<file path="config.mk">
export PLATFORM = sky130hd
export DESIGN_NAME = data_transmission
export DESIGN_NICKNAME = d
export VERILOG_FILES = /design/src/design/cnn_dt_pkg.sv /design/src/design/source_rom.sv /design/src/design/fm_init_loader.sv /design/src/design/weight_loader.sv /design/src/design/data_transmission.sv
export SDC_FILE = /design/constraint.sdc
export NUM_CORES = 1
export LEC_CHECK = 0
export BUFFER_PORTS_ARGS = -buffer_cell sky130_fd_sc_hd__buf_2
export CAP_MARGIN = 20
export CORE_ASPECT_RATIO = 1.4
export CORE_MARGIN = 5
export CORE_UTILIZATION = 43
export DETAILED_ROUTE_END_ITERATION = 16
export GPL_TIMING_DRIVEN = 0
export PLACE_DENSITY = 0.76
export SETUP_SLACK_MARGIN = 0.2
export SYNTH_ARGS = -nofsm -noshare
export SYNTH_HDL_FRONTEND = slang
export SYNTH_SLANG_ARGS = --single-unit
</file>
<file path="constraint.sdc">
create_clock -name clk -period 3 [get_ports clk]
set_clock_uncertainty 0.2 [all_clocks]
set_input_delay 0.15 -clock clk [delete_from_list [all_inputs] [get_ports clk]]
set_output_delay 0.15 -clock clk [all_outputs]
set_load 0.005 [all_outputs]
</file>
<file path="src/design/cnn_dt_pkg.sv">
`default_nettype none

package cnn_dt_pkg;

    ////////////////////
    // Pixel and tile geometry
    ////////////////////

    // Bits per pixel or weight
    localparam int DATA_WIDTH = 8;

    // Pixel tile carried in one feature-map word
    localparam int PARA_X = 3;
    localparam int PARA_Y = 4;

    // Kernels loaded side by side
    localparam int PARA_KERNEL = 2;

    // Kernel side, 9 weights per kernel word
    localparam int KERNEL_SIZE_MAX = 3;

    ////////////////////
    // Feature-map transfer
    ////////////////////

    // Words copied on each init
    localparam int FM_DEPTH = 16;
    // Source ROM address width
    localparam int FM_ADDR_WIDTH = $clog2(FM_DEPTH);
    // Buffer write port is wider than the ROM
    localparam int WRITE_ADDR_WIDTH = 5;
    localparam int FM_SALT = 0;

    ////////////////////
    // Weight transfer
    ////////////////////

    // Words in each kernel store
    localparam int WEIGHT_DEPTH = 16;
    localparam int WEIGHT_WRITE_ADDR_WIDTH = 4;
    // Words per kernel per update
    localparam int WEIGHT_BURST = 4;
    localparam int BURST_CNT_WIDTH = $clog2(WEIGHT_BURST);
    // Kernel k uses salt step times (k+1)
    localparam int WEIGHT_SALT_STEP = 17;

    ////////////////////
    // Word types
    ////////////////////

    localparam int FM_WORD_WIDTH = PARA_X * PARA_Y * DATA_WIDTH;
    localparam int WEIGHT_WORD_WIDTH = KERNEL_SIZE_MAX * KERNEL_SIZE_MAX * DATA_WIDTH;

    // Packed per-kernel buses, kernel 0 lowest
    localparam int WEIGHT_BUS_WIDTH = PARA_KERNEL * WEIGHT_WORD_WIDTH;
    localparam int WEIGHT_ADDR_BUS_WIDTH = PARA_KERNEL * WEIGHT_WRITE_ADDR_WIDTH;

    typedef logic [FM_WORD_WIDTH-1:0] fm_word_t;
    typedef logic [WEIGHT_WORD_WIDTH-1:0] weight_word_t;

endpackage

`default_nettype wire

</file>
<file path="src/design/source_rom.sv">
`default_nettype none

module source_rom import cnn_dt_pkg::*; #(
    parameter type word_t = logic [DATA_WIDTH-1:0],
    parameter int  DEPTH  = 16,
    parameter int  SALT   = 0
) (
    input  logic                     clk,
    input  logic [$clog2(DEPTH)-1:0] addr,
    output word_t                    data
);

    // Number of pixel lanes in one word
    localparam int LANES = $bits(word_t) / DATA_WIDTH;

    ////////////////////
    // Content pattern
    ////////////////////

    // Lane e of word a holds a*LANES + e + SALT, wrapped to one byte
    function automatic word_t pattern_word(input int a);
        word_t w;
        w = '0;
        for (int e = 0; e < LANES; e++) begin
            w[e*DATA_WIDTH +: DATA_WIDTH] = DATA_WIDTH'((a * LANES + e + SALT) % 256);
        end
        return w;
    endfunction

    // Constant table, fixed at elaboration
    word_t rom [DEPTH];

    for (genvar a = 0; a < DEPTH; a++) begin : g_rom
        assign rom[a] = pattern_word(a);
    end

    ////////////////////
    // Read port
    ////////////////////

    // Registered read, data valid one cycle after addr
    always_ff @(posedge clk) begin
        data <= rom[addr];
    end

    // Loader counters must never step past the table
    addr_in_range: assert property (
        @(posedge clk) !$isunknown(addr) |-> (int'(addr) < DEPTH)
    ) else $error("source_rom: address %0d out of range", addr);

endmodule

`default_nettype wire

</file>
<file path="src/design/fm_init_loader.sv">
`default_nettype none

module fm_init_loader import cnn_dt_pkg::*; (
    input  logic                        clk,
    input  logic                        rst,
    input  logic                        init,
    output fm_word_t                    init_fm_data,
    output logic [WRITE_ADDR_WIDTH-1:0] write_fm_data_addr,
    output logic                        fm_write,
    output logic                        init_fm_data_done
);

    // Previous init level for edge detect
    logic init_q;
    // Rising edge of init
    logic init_rise;
    // Rise accepted only when idle
    logic load_start;
    // High while ROM reads are issued
    logic run;
    logic [FM_ADDR_WIDTH-1:0] rd_addr;

    assign init_rise  = init && !init_q;
    // Busy covers the read phase and the trailing write
    assign load_start = init_rise && !run && !fm_write;

    ////////////////////
    // Source ROM
    ////////////////////

    source_rom #(
        .word_t (fm_word_t),
        .DEPTH  (FM_DEPTH),
        .SALT   (FM_SALT)
    ) u_fm_rom (
        .clk  (clk),
        .addr (rd_addr),
        .data (init_fm_data)
    );

    ////////////////////
    // Transfer control
    ////////////////////

    always_ff @(posedge clk) begin
        if (rst) begin
            init_q            <= 1'b0;
            run               <= 1'b0;
            rd_addr           <= '0;
            fm_write          <= 1'b0;
            init_fm_data_done <= 1'b0;
        end else begin
            init_q   <= init;
            // Strobe lines up with ROM output
            fm_write <= run;
            if (load_start) begin
                run               <= 1'b1;
                rd_addr           <= '0;
                // New load drops the old done
                init_fm_data_done <= 1'b0;
            end else if (run) begin
                rd_addr <= rd_addr + 1'b1;
                // Last read issued
                if (rd_addr == FM_ADDR_WIDTH'(FM_DEPTH - 1)) begin
                    run <= 1'b0;
                end
            end
            // Done follows the final write
            if (fm_write && write_fm_data_addr == WRITE_ADDR_WIDTH'(FM_DEPTH - 1)) begin
                init_fm_data_done <= 1'b1;
            end
        end
    end

    // Write address trails read address by the ROM latency
    always_ff @(posedge clk) begin
        write_fm_data_addr <= WRITE_ADDR_WIDTH'(rd_addr);
    end

    ////////////////////
    // Checks
    ////////////////////

    write_done_exclusive: assert property (
        @(posedge clk) disable iff (rst) !(fm_write && init_fm_data_done)
    ) else $error("fm_init_loader: write strobe while done is high");

    write_addr_in_range: assert property (
        @(posedge clk) disable iff (rst) fm_write |-> (write_fm_data_addr < FM_DEPTH)
    ) else $error("fm_init_loader: write address %0d out of range", write_fm_data_addr);

endmodule

`default_nettype wire

</file>
<file path="src/design/weight_loader.sv">
`default_nettype none

module weight_loader import cnn_dt_pkg::*; (
    input  logic                             clk,
    input  logic                             rst,
    input  logic                             update_weight_ram,
    input  logic [WEIGHT_ADDR_BUS_WIDTH-1:0] update_weight_ram_addr,
    output logic [WEIGHT_BUS_WIDTH-1:0]      weight_data,
    output logic [WEIGHT_ADDR_BUS_WIDTH-1:0] write_weight_data_addr,
    output logic                             weight_write,
    output logic                             weight_data_done
);

    logic update_q;
    logic load_start;
    logic run;
    // Marks the last write of the burst
    logic last_q;
    logic [BURST_CNT_WIDTH-1:0] burst_cnt;
    // Bases sampled on the detect cycle
    logic [WEIGHT_ADDR_BUS_WIDTH-1:0] base_q;

    // Per-kernel read address and ROM output
    logic [WEIGHT_WRITE_ADDR_WIDTH-1:0] rd_addr [PARA_KERNEL];
    weight_word_t rom_data [PARA_KERNEL];

    // Rise of the request, ignored while busy
    assign load_start = update_weight_ram && !update_q && !run && !weight_write;

    ////////////////////
    // Kernel ROMs
    ////////////////////

    // Base plus offset, wrapped to the kernel store
    always_comb begin
        for (int k = 0; k < PARA_KERNEL; k++) begin
            rd_addr[k] = WEIGHT_WRITE_ADDR_WIDTH'(
                (int'(base_q[k*WEIGHT_WRITE_ADDR_WIDTH +: WEIGHT_WRITE_ADDR_WIDTH])
                 + int'(burst_cnt)) % WEIGHT_DEPTH);
        end
    end

    for (genvar k = 0; k < PARA_KERNEL; k++) begin : g_kernel
        source_rom #(
            .word_t (weight_word_t),
            .DEPTH  (WEIGHT_DEPTH),
            .SALT   (WEIGHT_SALT_STEP * (k + 1))
        ) u_weight_rom (
            .clk  (clk),
            .addr (rd_addr[k]),
            .data (rom_data[k])
        );
    end

    // Pack kernel words, kernel 0 lowest
    always_comb begin
        for (int k = 0; k < PARA_KERNEL; k++) begin
            weight_data[k*WEIGHT_WORD_WIDTH +: WEIGHT_WORD_WIDTH] = rom_data[k];
        end
    end

    ////////////////////
    // Burst control
    ////////////////////

    always_ff @(posedge clk) begin
        if (rst) begin
            update_q         <= 1'b0;
            run              <= 1'b0;
            last_q           <= 1'b0;
            burst_cnt        <= '0;
            weight_write     <= 1'b0;
            weight_data_done <= 1'b0;
        end else begin
            update_q     <= update_weight_ram;
            weight_write <= run;
            last_q       <= run && (burst_cnt == BURST_CNT_WIDTH'(WEIGHT_BURST - 1));
            if (load_start) begin
                run              <= 1'b1;
                burst_cnt        <= '0;
                weight_data_done <= 1'b0;
            end else if (run) begin
                burst_cnt <= burst_cnt + 1'b1;
                if (burst_cnt == BURST_CNT_WIDTH'(WEIGHT_BURST - 1)) begin
                    run <= 1'b0;
                end
            end
            // Done one cycle after the final write
            if (last_q) begin
                weight_data_done <= 1'b1;
            end
        end
    end

    // Base latch and delayed write addresses
    always_ff @(posedge clk) begin
        if (load_start) begin
            base_q <= update_weight_ram_addr;
        end
        for (int k = 0; k < PARA_KERNEL; k++) begin
            write_weight_data_addr[k*WEIGHT_WRITE_ADDR_WIDTH +: WEIGHT_WRITE_ADDR_WIDTH]
                <= rd_addr[k];
        end
    end

    ////////////////////
    // Checks
    ////////////////////

    write_done_exclusive: assert property (
        @(posedge clk) disable iff (rst) !(weight_write && weight_data_done)
    ) else $error("weight_loader: write strobe while done is high");

endmodule

`default_nettype wire

</file>
<file path="src/design/data_transmission.sv">
`default_nettype none

module data_transmission import cnn_dt_pkg::*; (
    input  logic                             clk,
    input  logic                             rst,
    input  logic                             init,
    output logic                             start,
    input  logic                             update_weight_ram,
    input  logic [WEIGHT_ADDR_BUS_WIDTH-1:0] update_weight_ram_addr,
    output fm_word_t                         init_fm_data,
    output logic [WRITE_ADDR_WIDTH-1:0]      write_fm_data_addr,
    output logic                             fm_write,
    output logic                             init_fm_data_done,
    output logic [WEIGHT_BUS_WIDTH-1:0]      weight_data,
    output logic [WEIGHT_ADDR_BUS_WIDTH-1:0] write_weight_data_addr,
    output logic                             weight_write,
    output logic                             weight_data_done
);

    // Both buffers filled
    logic both_done;
    // Previous cycle of both_done
    logic both_done_q;

    assign both_done = init_fm_data_done && weight_data_done;

    ////////////////////
    // Feature-map path
    ////////////////////

    fm_init_loader u_fm_init_loader (
        .clk                (clk),
        .rst                (rst),
        .init               (init),
        .init_fm_data       (init_fm_data),
        .write_fm_data_addr (write_fm_data_addr),
        .fm_write           (fm_write),
        .init_fm_data_done  (init_fm_data_done)
    );

    ////////////////////
    // Weight path
    ////////////////////

    weight_loader u_weight_loader (
        .clk                    (clk),
        .rst                    (rst),
        .update_weight_ram      (update_weight_ram),
        .update_weight_ram_addr (update_weight_ram_addr),
        .weight_data            (weight_data),
        .write_weight_data_addr (write_weight_data_addr),
        .weight_write           (weight_write),
        .weight_data_done       (weight_data_done)
    );

    ////////////////////
    // Start pulse
    ////////////////////

    // One pulse per rise of the combined done level
    always_ff @(posedge clk) begin
        if (rst) begin
            both_done_q <= 1'b0;
            start       <= 1'b0;
        end else begin
            both_done_q <= both_done;
            start       <= both_done && !both_done_q;
        end
    end

    // Compute array sees a single-cycle kick
    start_single_cycle: assert property (
        @(posedge clk) disable iff (rst) start |=> !start
    ) else $error("data_transmission: start held for two cycles");

endmodule

`default_nettype wire

</file>
==> out/summary.json, run 1 <==
{
  "synth.most_common_cell": "sky130_fd_sc_hd__buf_4",
  "grt_antenna_before_repair": 0,
  "number_of_flops_mapped_to_enable_cells_by_yosys": 8,
  "cellPowerDensity_nw_per_um2": 650,
  "synthesis.area_um2": 6270,
  "ant_nets": 0,
  "area.growth.synth_to_final_pct": 37.9,
  "netlist_instances": 651,
  "worstSkewPairLatency_ns": 0.41,
  "first_pass_iters": 5,
  "hold_viol": 0,
  "postLayoutCoreUtil_pct": 60.1,
  "num_rows": 52,
  "remaining_drc_errors": 0,
  "yosys-top-cells-area": "sky130_fd_sc_hd__dfxtp_1 39%, sky130_fd_sc_hd__buf_4 18%, sky130_fd_sc_hd__ha_1 6.8%",
  "power_frac_seq_pct": 37.6,
  "io_buffers": 244,
  "critPathKind": "reg2reg",
  "finalCritPeriodShare_pct": 89.5,
  "report.final.setup_viol": 0,
  "cts.htree.levels": 4,
  "max_slew_headroom_at_the_worst_pin_pct": 57.4,
  "worst-path-max-fanout": 10,
  "final_nets": 1003,
  "synth_ff_type": "sky130_fd_sc_hd__dfxtp_1",
  "floorplan.die_area_um2": 17100,
  "via_count_of_the_first_global_routing_pass": 5238,
  "clock_sinks": 129,
  "irDropWorstVdd_mv": 0.311,
  "synth.ff_latch_count": 129,
  "worst_ep_required_ns": 3.10,
  "chipWidth_um": 112,
  "initial_core_util_pct": 43.6,
  "routed_vias": 5300,
  "worstMarginPinSlew_ns": 0.637,
  "vias_per_instance": 4.58,
  "fp.dieH_um": 153,
  "max_cap_violations": 0,
  "report.final.slew_viol_count": 0,
  "grt_overflow_total": 0,
  "layout_cell_share_with_drive_strength_beyond_1_pct": 50.2,
  "cp-end-kind": "flop",
  "grt_util_all_layers_pct": 17.9,
  "synth_largest_type_area_fraction_pct": 38.6,
  "cts-buffers-inserted": 17,
  "crit_arrival_ns": 2.79,
  "top_level_ports": 270,
  "min_period_ns": 2.69,
  "p_comb_share_pct": 25.3,
  "detail_route.iter0.violations": 241,
  "clk_pwr_share_pct": 37.0,
  "tritoncts": "built",
  "global_route_wire_length_before_repair_mm": 25.0,
  "route.final.wire_length_mm": 15.8,
  "total_of_warnings_raised_by_yosys": 0,
  "antennaDiodeCount": 0,
  "dpl.hpwl_mm": 11.8,
  "startpoint_type": "flop",
  "post_detailed_route_wirelength_per_cell_um": 13.6,
  "netSwitchingPower_mw": 1.51,
  "run_status": "finished, final reports clean",
  "leakagePower_nw": 4.46,
  "yosys.cell_types.count": 64,
  "syn_avg_cell_area_um2": 9.63,
  "highest_clock_rate_mhz": 372,
  "yosys.area.top_type": "sky130_fd_sc_hd__dfxtp_1",
  "rsz_0062_raised_after_global_routing": "no",
  "place_congestion": 0.885,
  "finalSetupTns_ns": 0,
  "ctsRootBufferMaster": "sky130_fd_sc_hd__clkbuf_16",
  "synthArstFlopShare_pct": 0,
  "cts.path.max_buffers": 2,
  "internal_power_mw": 4.11,
  "grt_start_max_net_pins": 17,
  "worst_setup_hold_path_clk_slew_ns": 0.06,
  "synth_sequential_area_ratio_pct": 42.5,
  "min-delay-path-class": "reg2reg",
  "switching_share_of_total_power_pct": 26.9,
  "post_synth_most_frequent_cells": "154 x sky130_fd_sc_hd__buf_4, 121 x sky130_fd_sc_hd__dfxtp_1, 41 x sky130_fd_sc_hd__o21ai_0, 34 x sky130_fd_sc_hd__a21oi_1, 34 x sky130_fd_sc_hd__ha_1",
  "fp.coreArea_um2": 14400
}
==> timing repair <==
item / in CTS / in global routing
endpoints found under the hold margin: 18 / 0
setup buffers: 3 / 4
endpoints found under the setup margin: 19 / 13
gates resized for setup: 8 / 11
pin swaps: 0 / 1
hold buffers: 11 / 0
==> layout make-up <==
cell class	count	area (um2)
Clock inverter	8	97.6
Clock buffer	24	514
Tap cell	189	236
Multi-Input combinational cell	337	2330
Inverter	30	116
Buffer	178	1290
Fill cell	1230	5730
Timing Repair Buffer	263	1390
Sequential cell	129	2670
==> flip-flops by register name (all words and copies together), names as in the netlist <==
name                                        cells
u_weight_loader.g_kernel.u_weight_rom.data     81
u_fm_init_loader.u_fm_rom.data                 14
u_weight_loader.base_q                          8
u_weight_loader.write_weight_data_addr          5
u_fm_init_loader.rd_addr                        4
u_fm_init_loader.write_fm_data_addr             4
u_weight_loader.burst_cnt                       2
both_done_q                                     1
start                                           1
u_fm_init_loader.fm_write                       1
u_fm_init_loader.init_fm_data_done              1
u_fm_init_loader.init_q                         1
u_fm_init_loader.run                            1
u_weight_loader.last_q                          1
u_weight_loader.run                             1
u_weight_loader.update_q                        1
u_weight_loader.weight_data_done                1
u_weight_loader.weight_write                    1
==> cell usage in the layout, fill, tap and decap left out, types with 4 or more instances in the layout <==
cell type	count
sky130_fd_sc_hd__a211oi_1	5
sky130_fd_sc_hd__a21oi_1	34
sky130_fd_sc_hd__a221oi_1	5
sky130_fd_sc_hd__a31oi_1	4
sky130_fd_sc_hd__buf_2	253
sky130_fd_sc_hd__buf_4	163
sky130_fd_sc_hd__clkbuf_1	7
sky130_fd_sc_hd__clkbuf_16	19
sky130_fd_sc_hd__clkbuf_2	6
sky130_fd_sc_hd__clkinvlp_4	4
sky130_fd_sc_hd__conb_1	25
sky130_fd_sc_hd__dfxtp_1	119
sky130_fd_sc_hd__dlygate4sd3_1	11
sky130_fd_sc_hd__edfxtp_1	8
sky130_fd_sc_hd__ha_1	32
sky130_fd_sc_hd__inv_1	23
sky130_fd_sc_hd__inv_2	5
sky130_fd_sc_hd__mux2i_1	9
sky130_fd_sc_hd__nand2_1	29
sky130_fd_sc_hd__nand2b_1	11
sky130_fd_sc_hd__nand3_1	15
sky130_fd_sc_hd__nor2_1	25
sky130_fd_sc_hd__nor2b_1	7
sky130_fd_sc_hd__nor3_1	13
sky130_fd_sc_hd__o211ai_1	7
sky130_fd_sc_hd__o21ai_0	41
sky130_fd_sc_hd__o22ai_1	7
sky130_fd_sc_hd__xnor2_1	8
sky130_fd_sc_hd__xor2_1	5
==> cell families after synthesis <==
group                    after synthesis  synth area share, %
flip-flops                           129                 42.5
AND/OR/NAND/NOR                      115                 9.48
adder cells (fa/ha/maj)               36                 7.26
buffers and inverters                208                 22.2
other                                  2                0.120
AO/OA/AOI/OAI                        131                 13.1
XOR/XNOR                              17                 3.19
multiplexers                          13                 2.19
==> power groups by stage <==
| stage | sequential [mW] | combinational, mW | clock, mW |
|---|---|---|---|
| after floorplan | 2.17 | 0.775 | 0 |
| after global placement | 2.15 | 1.36 | 0 |
| after detailed placement | 2.15 | 1.38 | 0 |
| after CTS | 2.12 | 1.42 | 2.12 |
| after global routing | 2.15 | 1.57 | 2.19 |
| final | 2.12 | 1.42 | 2.08 |
==> critical path: stages, from the launching register on <==
cell and delay [ns]:
sky130_fd_sc_hd__edfxtp_1 0.37, sky130_fd_sc_hd__ha_1 0.31, sky130_fd_sc_hd__buf_6 0.16, sky130_fd_sc_hd__xor2_4 0.22
sky130_fd_sc_hd__clkinvlp_4 0.17, sky130_fd_sc_hd__ha_1 0.22, sky130_fd_sc_hd__clkbuf_2 0.20, sky130_fd_sc_hd__nor3_1 0.23
sky130_fd_sc_hd__a21oi_1 0.06, sky130_fd_sc_hd__o22ai_1 0.16, sky130_fd_sc_hd__o311ai_0 0.11, sky130_fd_sc_hd__and2_1 0.18
==> per-layer routing <==
| layer | track usage, % | part of all wire (%) |
|---|---|---|
| met2 | 31.8 | 49 |
| met1 | 19.0 | 38 |
| met5 | 0 | 0 |
| met4 | 8.93 | 3.3 |
| met3 | 5.74 | 9.4 |
==> per-stage QoR <==
stage          cell area, um2  cells  hold slack, ns  worst slack (ns)  power (mW)
5_1_grt                  8650   1158           0.205             0.205        5.91
3_3_place_gp             7820   1107           0.129            -0.223        3.51
3_5_place_dp             7840   1108           0.129            -0.222        3.53
2_1_floorplan            6360    674          0.0216             0.269        2.95
6_report                 8650   1158           0.209             0.315        5.62
4_1_cts                  8600   1154           0.191             0.215        5.66
==> final timing paths <==
check | depth (start not counted) | from | endpoint | slack (ns)
hold reg to reg | 0 | u_fm_init_loader.rd_addr[3] | u_fm_init_loader.write_fm_data_addr[3] | 0.21
setup reg to reg | 11 | u_weight_loader.base_q[5] | u_weight_loader.g_kernel[1].u_weight_rom.data[36] | 0.31
hold / removal | 0 | u_fm_init_loader.rd_addr[3] | u_fm_init_loader.write_fm_data_addr[3] | 0.21
setup / recovery | 11 | u_weight_loader.base_q[5] | u_weight_loader.g_kernel[1].u_weight_rom.data[36] | 0.31
(Power assumes the default switching activity.)
==> run 2, diff against run 1 <==
--- a/config.mk
+++ b/config.mk
@@ -12,7 +12,8 @@
 export CORE_UTILIZATION = 43
 export DETAILED_ROUTE_END_ITERATION = 16
 export GPL_TIMING_DRIVEN = 0
-export PLACE_DENSITY = 0.76
+export PLACE_DENSITY = 0.87
+export RECOVER_POWER = 25
 export SETUP_SLACK_MARGIN = 0.2
 export SYNTH_ARGS = -nofsm -noshare
 export SYNTH_HDL_FRONTEND = slang
==> run 2 against run 1 <==
Setup slack worse by 0.056 ns. Routed wire length is 2.3% higher. Hold slack worse by 0.026 ns. Final cell count hardly changed. Design area is 1.0% lower. Largest cell class is now flip-flops and latches. Highest routed layer unchanged.
==> out/summary.json, run 2 (synthesized netlist as in run 1, its figures left out) <==
{
  "crit_path_end": "u_weight_loader.g_kernel[0].u_weight_rom.data[28]",
  "place_congestion": {"value": 0.897, "change": "+1.3%"},
  "route.final.wire_length": {"value": 16.2, "unit": "mm", "change": "+2.3%"},
  "grt_antenna_before_repair": {"value": 0, "change": "unchanged"},
  "irDropWorstVdd": {"value": 0.329, "unit": "mV", "change": "+5.8%"},
  "worst_ep_required": {"value": 3.15, "unit": "ns", "change": "+0.05 ns"},
  "worstMarginPinSlew": {"value": 0.597, "unit": "ns", "change": "-0.0397 ns"},
  "report.final.slew_viol_count": {"value": 0, "change": "unchanged"},
  "post-route-worst-setup-slack": {"value": 0.258, "unit": "ns", "change": "-0.0563 ns"},
  "chipWidth": {"value": 112, "unit": "um", "change": "unchanged"},
  "cp-end-kind": "flop",
  "leading_cell_type_in_the_layout_fill_and_taps_excluded": "sky130_fd_sc_hd__buf_2",
  "grt-busiest-layer": "met2",
  "final_cell_mix": "194 x sky130_fd_sc_hd__buf_2, 162 x sky130_fd_sc_hd__buf_4, 120 x sky130_fd_sc_hd__dfxtp_1",
  "ctsRootBufferMaster": "sky130_fd_sc_hd__clkbuf_16",
  "multi_input_comb_area": {"value": 2330, "unit": "um2", "change": "-0.11%"},
  "worstSkewPairLatency": {"value": 0.40, "unit": "ns", "change": "about the same"},
  "leakagePower": {"value": 4.30, "unit": "nW", "change": "-3.8%"},
  "dpl.hpwl": {"value": 12.3, "unit": "mm", "change": "+3.9%"},
  "setup.reg_to_reg.worst_slack": {"value": 0.26, "unit": "ns", "change": "-0.06 ns"},
  "preCtsSetupSlack": {"value": -0.284, "unit": "ns", "change": "-0.0619 ns"},
  "cts.htree.levels": {"value": 4, "change": "unchanged"},
  "num_rows": {"value": 52, "change": "unchanged"},
  "worst_setup_hold_path_clk_slew": {"value": 0.06, "unit": "ns", "change": "about the same"},
  "tritoncts": "built",
  "finalCritPeriodShare": {"value": 91.4, "unit": "%", "change": "+1.9 points"},
  "critPathKind": "reg2reg",
  "layout_cell_share_with_drive_strength_beyond_1": {"value": 43.8, "unit": "%", "change": "-6.4 points"},
  "grt_util_met2": {"value": 33.8, "unit": "%", "change": "+2.0 points"},
  "regMostFlops": "u_weight_loader.g_kernel.u_weight_rom.data",
  "critical_path.cell_chain": "ha_1 -> inv_1 -> fa_2 -> ha_1 -> clkbuf_4 -> nor2_1 -> a22o_1 -> a221oi_1 -> a21o_1",
  "top_level_ports": {"value": 270, "change": "unchanged"},
  "startpoint_type": "flop",
  "clock_sinks": {"value": 129, "change": "unchanged"},
  "floorplan.die_area": {"value": 17100, "unit": "um2", "change": "unchanged"},
  "total_power": {"value": 5.58, "unit": "mW", "change": "-0.82%"},
  "ant_nets": {"value": 0, "change": "unchanged"},
  "routed_vias": {"value": 5410, "change": "+2.1%"},
  "post_detailed_route_wirelength_per_cell": {"value": 14.0, "unit": "um", "change": "+2.3%"},
  "cts.path.max_buffers": {"value": 2, "change": "unchanged"},
  "grt_overflow_total": {"value": 0, "change": "unchanged"},
  "rsz_0062_raised_after_global_routing": "yes",
  "via_count_of_the_first_global_routing_pass": {"value": 5425, "change": "+3.6%"},
  "largest_register_ffs": {"value": 81, "change": "unchanged"},
  "antennaDiodeCount": {"value": 0, "change": "unchanged"},
  "remaining_drc_errors": {"value": 0, "change": "unchanged"},
  "highest_clock_rate": {"value": 365, "unit": "MHz", "change": "-2.1%"},
  "hold_slack": {"value": 0.183, "unit": "ns", "change": "-0.0260 ns"},
  "detail_route.iter0.violations": {"value": 194, "change": "-20%"},
  "sequential_cell_area": {"value": 2660, "unit": "um2", "change": "about the same"},
  "max_cap_violations": {"value": 0, "change": "unchanged"},
  "io_buffers": {"value": 244, "change": "unchanged"},
  "worst_r2r_path_depth": {"value": 9, "change": "-2"},
  "postLayoutCoreUtil": {"value": 59.5, "unit": "%", "change": "-0.62 points"},
  "total_cell_area_at_the_placement_stage": {"value": 7840, "unit": "um2", "change": "unchanged"},
  "final-instance-count-excl-fill": {"value": 1157, "change": "-0.086%"},
  "hold_viol": {"value": 0, "change": "unchanged"},
  "run_status": "finished, final reports clean",
  "critical-path-top-cell-by-count": "sky130_fd_sc_hd__ha_1",
  "cellPowerDensity": {"value": 652, "unit": "nW/um2", "change": "+0.21%"},
  "grt_util_all_layers": {"value": 18.4, "unit": "%", "change": "+0.50 points"},
  "worstSetupStartpoint": "u_weight_loader.base_q[0]",
  "min-delay-path-class": "reg2reg",
  "grt_start_max_net_pins": {"value": 17, "change": "unchanged"},
  "report.final.setup_viol": {"value": 0, "change": "unchanged"},
  "global_route.usage.met1": {"value": 18.6, "unit": "%", "change": "-0.36 points"},
  "initial_core_util": {"value": 43.6, "unit": "%", "change": "unchanged"},
  "first_pass_iters": {"value": 5, "change": "unchanged"},
  "min_period": {"value": 2.74, "unit": "ns", "change": "+0.0563 ns"},
  "fp.coreArea": {"value": 14400, "unit": "um2", "change": "unchanged"},
  "area.growth.synth_to_final_pct": 36.5,
  "r2r-start": "u_weight_loader.base_q[0]",
  "final_nets": {"value": 1002, "change": "-0.10%"},
  "crit_path_top_delay_cell": "sky130_fd_sc_hd__fa_2",
  "reg.largest.list": "u_weight_loader.g_kernel.u_weight_rom.data (81), u_fm_init_loader.u_fm_rom.data (14), u_weight_loader.base_q (8)",
  "crit_arrival": {"value": 2.90, "unit": "ns", "change": "+0.11 ns"},
  "reg2reg_to": "u_weight_loader.g_kernel[0].u_weight_rom.data[28]",
  "slowest_delay": {"value": 0.47, "unit": "ns", "change": "+0.10 ns"},
  "vias_per_instance": {"value": 4.68, "change": "+2.2%"},
  "max_slew_headroom_at_the_worst_pin": {"value": 60.1, "unit": "%", "change": "+2.7 points"},
  "cts-buffers-inserted": {"value": 17, "change": "unchanged"},
  "placedCellCount": {"value": 1108, "change": "unchanged"},
  "gr-usage-met3": {"value": 6.13, "unit": "%", "change": "+0.40 points"},
  "global_route_wire_length_before_repair": {"value": 26.1, "unit": "mm", "change": "+4.4%"},
  "stdcell_area": {"value": 8560, "unit": "um2", "change": "-1.0%"},
  "final.fill_count": {"value": 1184, "change": "-3.7%"},
  "fp.dieH": {"value": 153, "unit": "um", "change": "unchanged"},
  "worst-path-max-fanout": {"value": 10, "change": "unchanged"},
  "finalSetupTns": {"value": 0, "unit": "ns", "change": "unchanged"}
}
-- run 2: changes by cell type in the layout (fill, tap and decap cells not counted), moves of 2 or more --
cell / delta
sky130_fd_sc_hd__clkinv_4: +2
sky130_fd_sc_hd__clkinvlp_4: -2
sky130_fd_sc_hd__clkbuf_1: +60
sky130_fd_sc_hd__buf_2: -59
-- run 2: routing by layer --
metal | wire (um) | vias up
met3 | 1530 | 44
met5 | 0 | -
met2 | 8280 | 294
met1 | 5850 | 2448
met4 | 501 | 0
li1 | - | 2624
-- run 2: critical path: cells and delay by family (launching register included) --
family	cells	cell delay, ns
flip-flops	1	0.39
AND/OR/NAND/NOR	1	0.08
adder cells (fa/ha/maj)	3	1.05
AO/OA/AOI/OAI	3	0.66
buffers and inverters	2	0.30
-- run 2: area by class of cell --
class                           instances  area share [%]
Inverter                               30            1.39
Sequential cell                       129            31.1
Clock buffer                           24            5.88
Tap cell                              189            2.76
Buffer                                178            15.1
Timing Repair Buffer                  262            15.3
Clock inverter                          8            1.17
Multi-Input combinational cell        337            27.2
-- run 2: worst min path at each step --
stage	to	slack, ns	start	cells past startpoint
after floorplan	u_fm_init_loader.fm_write	0.02	rst	1
after global placement	u_weight_loader.base_q[0]	0.13	update_weight_ram_addr[0]	1
after detailed placement	u_weight_loader.base_q[4]	0.13	update_weight_ram_addr[4]	1
after CTS	u_fm_init_loader.write_fm_data_addr[3]	0.17	u_fm_init_loader.rd_addr[3]	0
after global routing	u_fm_init_loader.write_fm_data_addr[3]	0.19	u_fm_init_loader.rd_addr[3]	0
final	u_fm_init_loader.write_fm_data_addr[3]	0.18	u_fm_init_loader.rd_addr[3]	0
-- run 2: power by group --
group / switching [mW] / total, mW / internal [mW] / leakage [nW]
clock network: 0.728 / 2.07 / 1.34 / 0.295
logic: 0.688 / 1.40 / 0.709 / 2.92
registers: 0.117 / 2.11 / 2.00 / 1.08
-- run 2: timing repair --
action | in CTS | in global routing
resized for setup | 9 | 15
hold buffers | 11 | 0
hold endpoints to repair | 17 | 0
setup endpoints to repair | 19 | 18
buffers inserted | 2 | 4
pin swaps | 1 | 2
gates cloned | 0 | 0
==> run 3, diff against run 2 <==
==> constraint.sdc (replaced) <==
create_clock -name clk -period 3 [get_ports clk]
set_clock_uncertainty 0.2 [all_clocks]
set_input_delay 0.75 -clock clk [delete_from_list [all_inputs] [get_ports clk]]
set_output_delay 0.75 -clock clk [all_outputs]
set_load 0.005 [all_outputs]
==> run 3 against run 2 <==
Critical path depth is the same. Flip-flop and latch count is the same. Global-route usage shrank 0.12 points. Register-to-register slack is essentially flat. Routed wire length shrank 1.2%. Design area shrank 1.1%. Clock power is essentially flat. Hold slack lost 0.0086 ns. Non-clock buffer count shrank 11. Core utilization shrank 0.66 points. Setup slack gained 0.0032 ns. Largest power group unchanged. Highest routed layer unchanged.
==> out/summary.json, run 3 (synthesized netlist as in run 1, its figures left out) <==
{
  "run_status": "finished, final reports clean",
  "hold_viol": {"value": 0, "change": "unchanged"},
  "whs_endpoint": "u_fm_init_loader.write_fm_data_addr[3]",
  "final.fill_count": {"value": 1200, "change": "+1.4%"},
  "detail_route.iter0.violations": {"value": 265, "change": "+37%"},
  "post_detailed_route_wirelength_per_cell": {"value": 13.9, "unit": "um", "change": "-0.28%"},
  "tritoncts": "built",
  "preCtsSetupSlack": {"value": -0.284, "unit": "ns", "change": "unchanged"},
  "remaining_drc_errors": {"value": 0, "change": "unchanged"},
  "hold_path_depth": {"value": 0, "change": "unchanged"},
  "rsz_0062_raised_after_global_routing": "yes",
  "leakagePower": {"value": 4.32, "unit": "nW", "change": "+0.57%"},
  "num_rows": {"value": 52, "change": "unchanged"},
  "min_period": {"value": 2.74, "unit": "ns", "change": "-0.00321 ns"},
  "grt_antenna_before_repair": {"value": 0, "change": "unchanged"},
  "route.final.wire_length": {"value": 16.0, "unit": "mm", "change": "-1.2%"},
  "floorplan.die_area": {"value": 17100, "unit": "um2", "change": "unchanged"},
  "hold_slack": {"value": 0.174, "unit": "ns", "change": "-0.00864 ns"},
  "r2r-start": "u_weight_loader.base_q[0]",
  "highest_clock_rate": {"value": 365, "unit": "MHz", "change": "+0.12%"},
  "worst-path-max-fanout": {"value": 10, "change": "unchanged"},
  "place_congestion": {"value": 0.897, "change": "unchanged"},
  "top_level_ports": {"value": 270, "change": "unchanged"},
  "max_slew_headroom_at_the_worst_pin": {"value": 28.2, "unit": "%", "change": "-32 points"},
  "cellPowerDensity": {"value": 659, "unit": "nW/um2", "change": "+1.1%"},
  "min-delay-path-class": "reg2reg",
  "post-route-worst-setup-slack": {"value": 0.261, "unit": "ns", "change": "+0.00321 ns"},
  "critical_path.cell_chain": "ha_1 -> inv_1 -> fa_1 -> ha_1 -> clkbuf_4 -> nor2_1 -> a22o_1 -> a221oi_1 -> a21o_1",
  "critPathKind": "reg2reg",
  "worstMarginPinSlew": {"value": 1.06, "unit": "ns", "change": "+0.465 ns"},
  "fp.dieH": {"value": 153, "unit": "um", "change": "unchanged"},
  "area.growth.synth_to_final_pct": 34.9,
  "finalCritPeriodShare": {"value": 91.3, "unit": "%", "change": "-0.11 points"},
  "report.final.slew_viol_count": {"value": 0, "change": "unchanged"},
  "reg.largest.list": "u_weight_loader.g_kernel.u_weight_rom.data (81), u_fm_init_loader.u_fm_rom.data (14), u_weight_loader.base_q (8)",
  "reg2reg_to": "u_weight_loader.g_kernel[0].u_weight_rom.data[28]",
  "worst_setup_hold_path_clk_slew": {"value": 0.06, "unit": "ns", "change": "about the same"},
  "max_cap_violations": {"value": 0, "change": "unchanged"},
  "slowest_delay": {"value": 0.48, "unit": "ns", "change": "about the same"},
  "crit_arrival": {"value": 2.89, "unit": "ns", "change": "about the same"},
  "crit_path_top_delay_cell": "sky130_fd_sc_hd__fa_1",
  "irDropWorstVdd": {"value": 0.291, "unit": "mV", "change": "-12%"},
  "worst_ep_required": {"value": 3.15, "unit": "ns", "change": "about the same"},
  "grt_start_max_net_pins": {"value": 17, "change": "unchanged"},
  "routed_vias": {"value": 5341, "change": "-1.3%"},
  "min_delay_src": "u_fm_init_loader.rd_addr[3]",
  "dpl.hpwl": {"value": 12.3, "unit": "mm", "change": "unchanged"},
  "worstSkewPairLatency": {"value": 0.41, "unit": "ns", "change": "about the same"},
  "chipWidth": {"value": 112, "unit": "um", "change": "unchanged"},
  "regMostFlops": "u_weight_loader.g_kernel.u_weight_rom.data",
  "layout_cell_share_with_drive_strength_beyond_1": {"value": 46.7, "unit": "%", "change": "+2.9 points"},
  "startpoint_type": "flop",
  "multi_input_comb_area": {"value": 2320, "unit": "um2", "change": "-0.54%"},
  "cts.htree.levels": {"value": 4, "change": "unchanged"},
  "leading_cell_type_in_the_layout_fill_and_taps_excluded": "sky130_fd_sc_hd__buf_2",
  "final_cell_mix": "222 x sky130_fd_sc_hd__buf_2, 161 x sky130_fd_sc_hd__buf_4, 120 x sky130_fd_sc_hd__dfxtp_1",
  "critical-path-top-cell-by-count": "sky130_fd_sc_hd__ha_1",
  "clock_sinks": {"value": 129, "change": "unchanged"},
  "io_buffers": {"value": 244, "change": "unchanged"},
  "cts-buffers-inserted": {"value": 17, "change": "unchanged"},
  "vias_per_instance": {"value": 4.66, "change": "-0.33%"},
  "setup.reg_to_reg.worst_slack": {"value": 0.26, "unit": "ns", "change": "about the same"},
  "grt_util_all_layers": {"value": 18.3, "unit": "%", "change": "-0.12 points"},
  "via_count_of_the_first_global_routing_pass": {"value": 5351, "change": "-1.4%"},
  "initial_core_util": {"value": 43.6, "unit": "%", "change": "unchanged"},
  "cp-end-kind": "flop",
  "global_route_wire_length_before_repair": {"value": 25.9, "unit": "mm", "change": "-1.0%"},
  "ant_nets": {"value": 0, "change": "unchanged"},
  "sequential_cell_area": {"value": 2660, "unit": "um2", "change": "unchanged"},
  "final_nets": {"value": 991, "change": "-1.1%"},
  "largest_register_ffs": {"value": 81, "change": "unchanged"},
  "grt_overflow_total": {"value": 0, "change": "unchanged"},
  "antennaDiodeCount": {"value": 0, "change": "unchanged"},
  "report.final.setup_viol": {"value": 0, "change": "unchanged"},
  "ctsRootBufferMaster": "sky130_fd_sc_hd__clkbuf_16",
  "first_pass_iters": {"value": 5, "change": "unchanged"},
  "worst_r2r_path_depth": {"value": 9, "change": "unchanged"},
  "cts.path.max_buffers": {"value": 2, "change": "unchanged"},
  "fp.coreArea": {"value": 14400, "unit": "um2", "change": "unchanged"}
}
==> run 3: layer usage <==
metal,up-vias,track usage (%),wire length [um]
met3,42,6.65,1620
li1,2597,-,-
met4,0,8.71,503
met1,2406,18.4,5770
met5,-,0,0
met2,296,33.2,8070
==> run 3: worst max path at each step <==
stage	from	to	cells past startpoint
finish	u_weight_loader.base_q[0]	u_weight_loader.g_kernel[0].u_weight_rom.data[28]	9
floorplan	u_weight_loader.burst_cnt[0]	u_weight_loader.g_kernel[0].u_weight_rom.data[28]	9
global route	u_weight_loader.burst_cnt[0]	u_weight_loader.g_kernel[0].u_weight_rom.data[28]	9
CTS	u_weight_loader.burst_cnt[0]	u_weight_loader.g_kernel[0].u_weight_rom.data[28]	9
global placement	u_weight_loader.burst_cnt[1]	u_weight_loader.g_kernel[1].u_weight_rom.data[36]	11
detailed placement	u_weight_loader.burst_cnt[1]	u_weight_loader.g_kernel[1].u_weight_rom.data[36]	11
==> run 3: layout make-up <==
cell class / instances / share of cell area [%]
flip-flops and latches: 129 / 31.5
multi-input cells: 337 / 27.4
plain buffers: 178 / 15.3
repair buffers: 251 / 14.5
clock buffers: 24 / 5.94
well taps: 189 / 2.79
inverters: 30 / 1.38
clock inverters: 8 / 1.18
==> run 3: critical path, delay by kind of cell (launching register included) <==
| kind | cells | cell delay (ns) |
|---|---|---|
| compound gates | 3 | 0.65 |
| fa+ha+maj | 3 | 1.07 |
| buf+inv | 2 | 0.29 |
| flops | 1 | 0.39 |
| simple gates | 1 | 0.08 |
==> run 3: through the flow <==
step	power, mW	cells	util (%)	TNS [ns]	area, um2
final	5.58	1146	58.8	0	8460
after global routing	5.86	1146	58.8	0	8460
after CTS	5.63	1142	59.0	0	8480
after detailed placement	3.54	1108	54.5	-0.586	7840
after global placement	3.50	1107	54.4	-0.797	7820
after floorplan	2.95	674	-	0	6360
==> run 3: report_power, final <==
| group | internal [mW] | leakage, nW | switching, mW |
|---|---|---|---|
| Combinational | 0.715 | 2.94 | 0.684 |
| Sequential | 2.00 | 1.08 | 0.115 |
| Clock | 1.34 | 0.295 | 0.729 |
| Total | 4.05 | 4.32 | 1.53 |
==> run 3: what timing repair did <==
action                                  in CTS  in global routing
hold buffers                                 0                  0
hold endpoints to repair                     0                  0
cloned                                       0                  0
buffers inserted                             2                  4
endpoints found under the setup margin      19                 18
gates resized for setup                      9                 15
pin swaps                                    1                  2
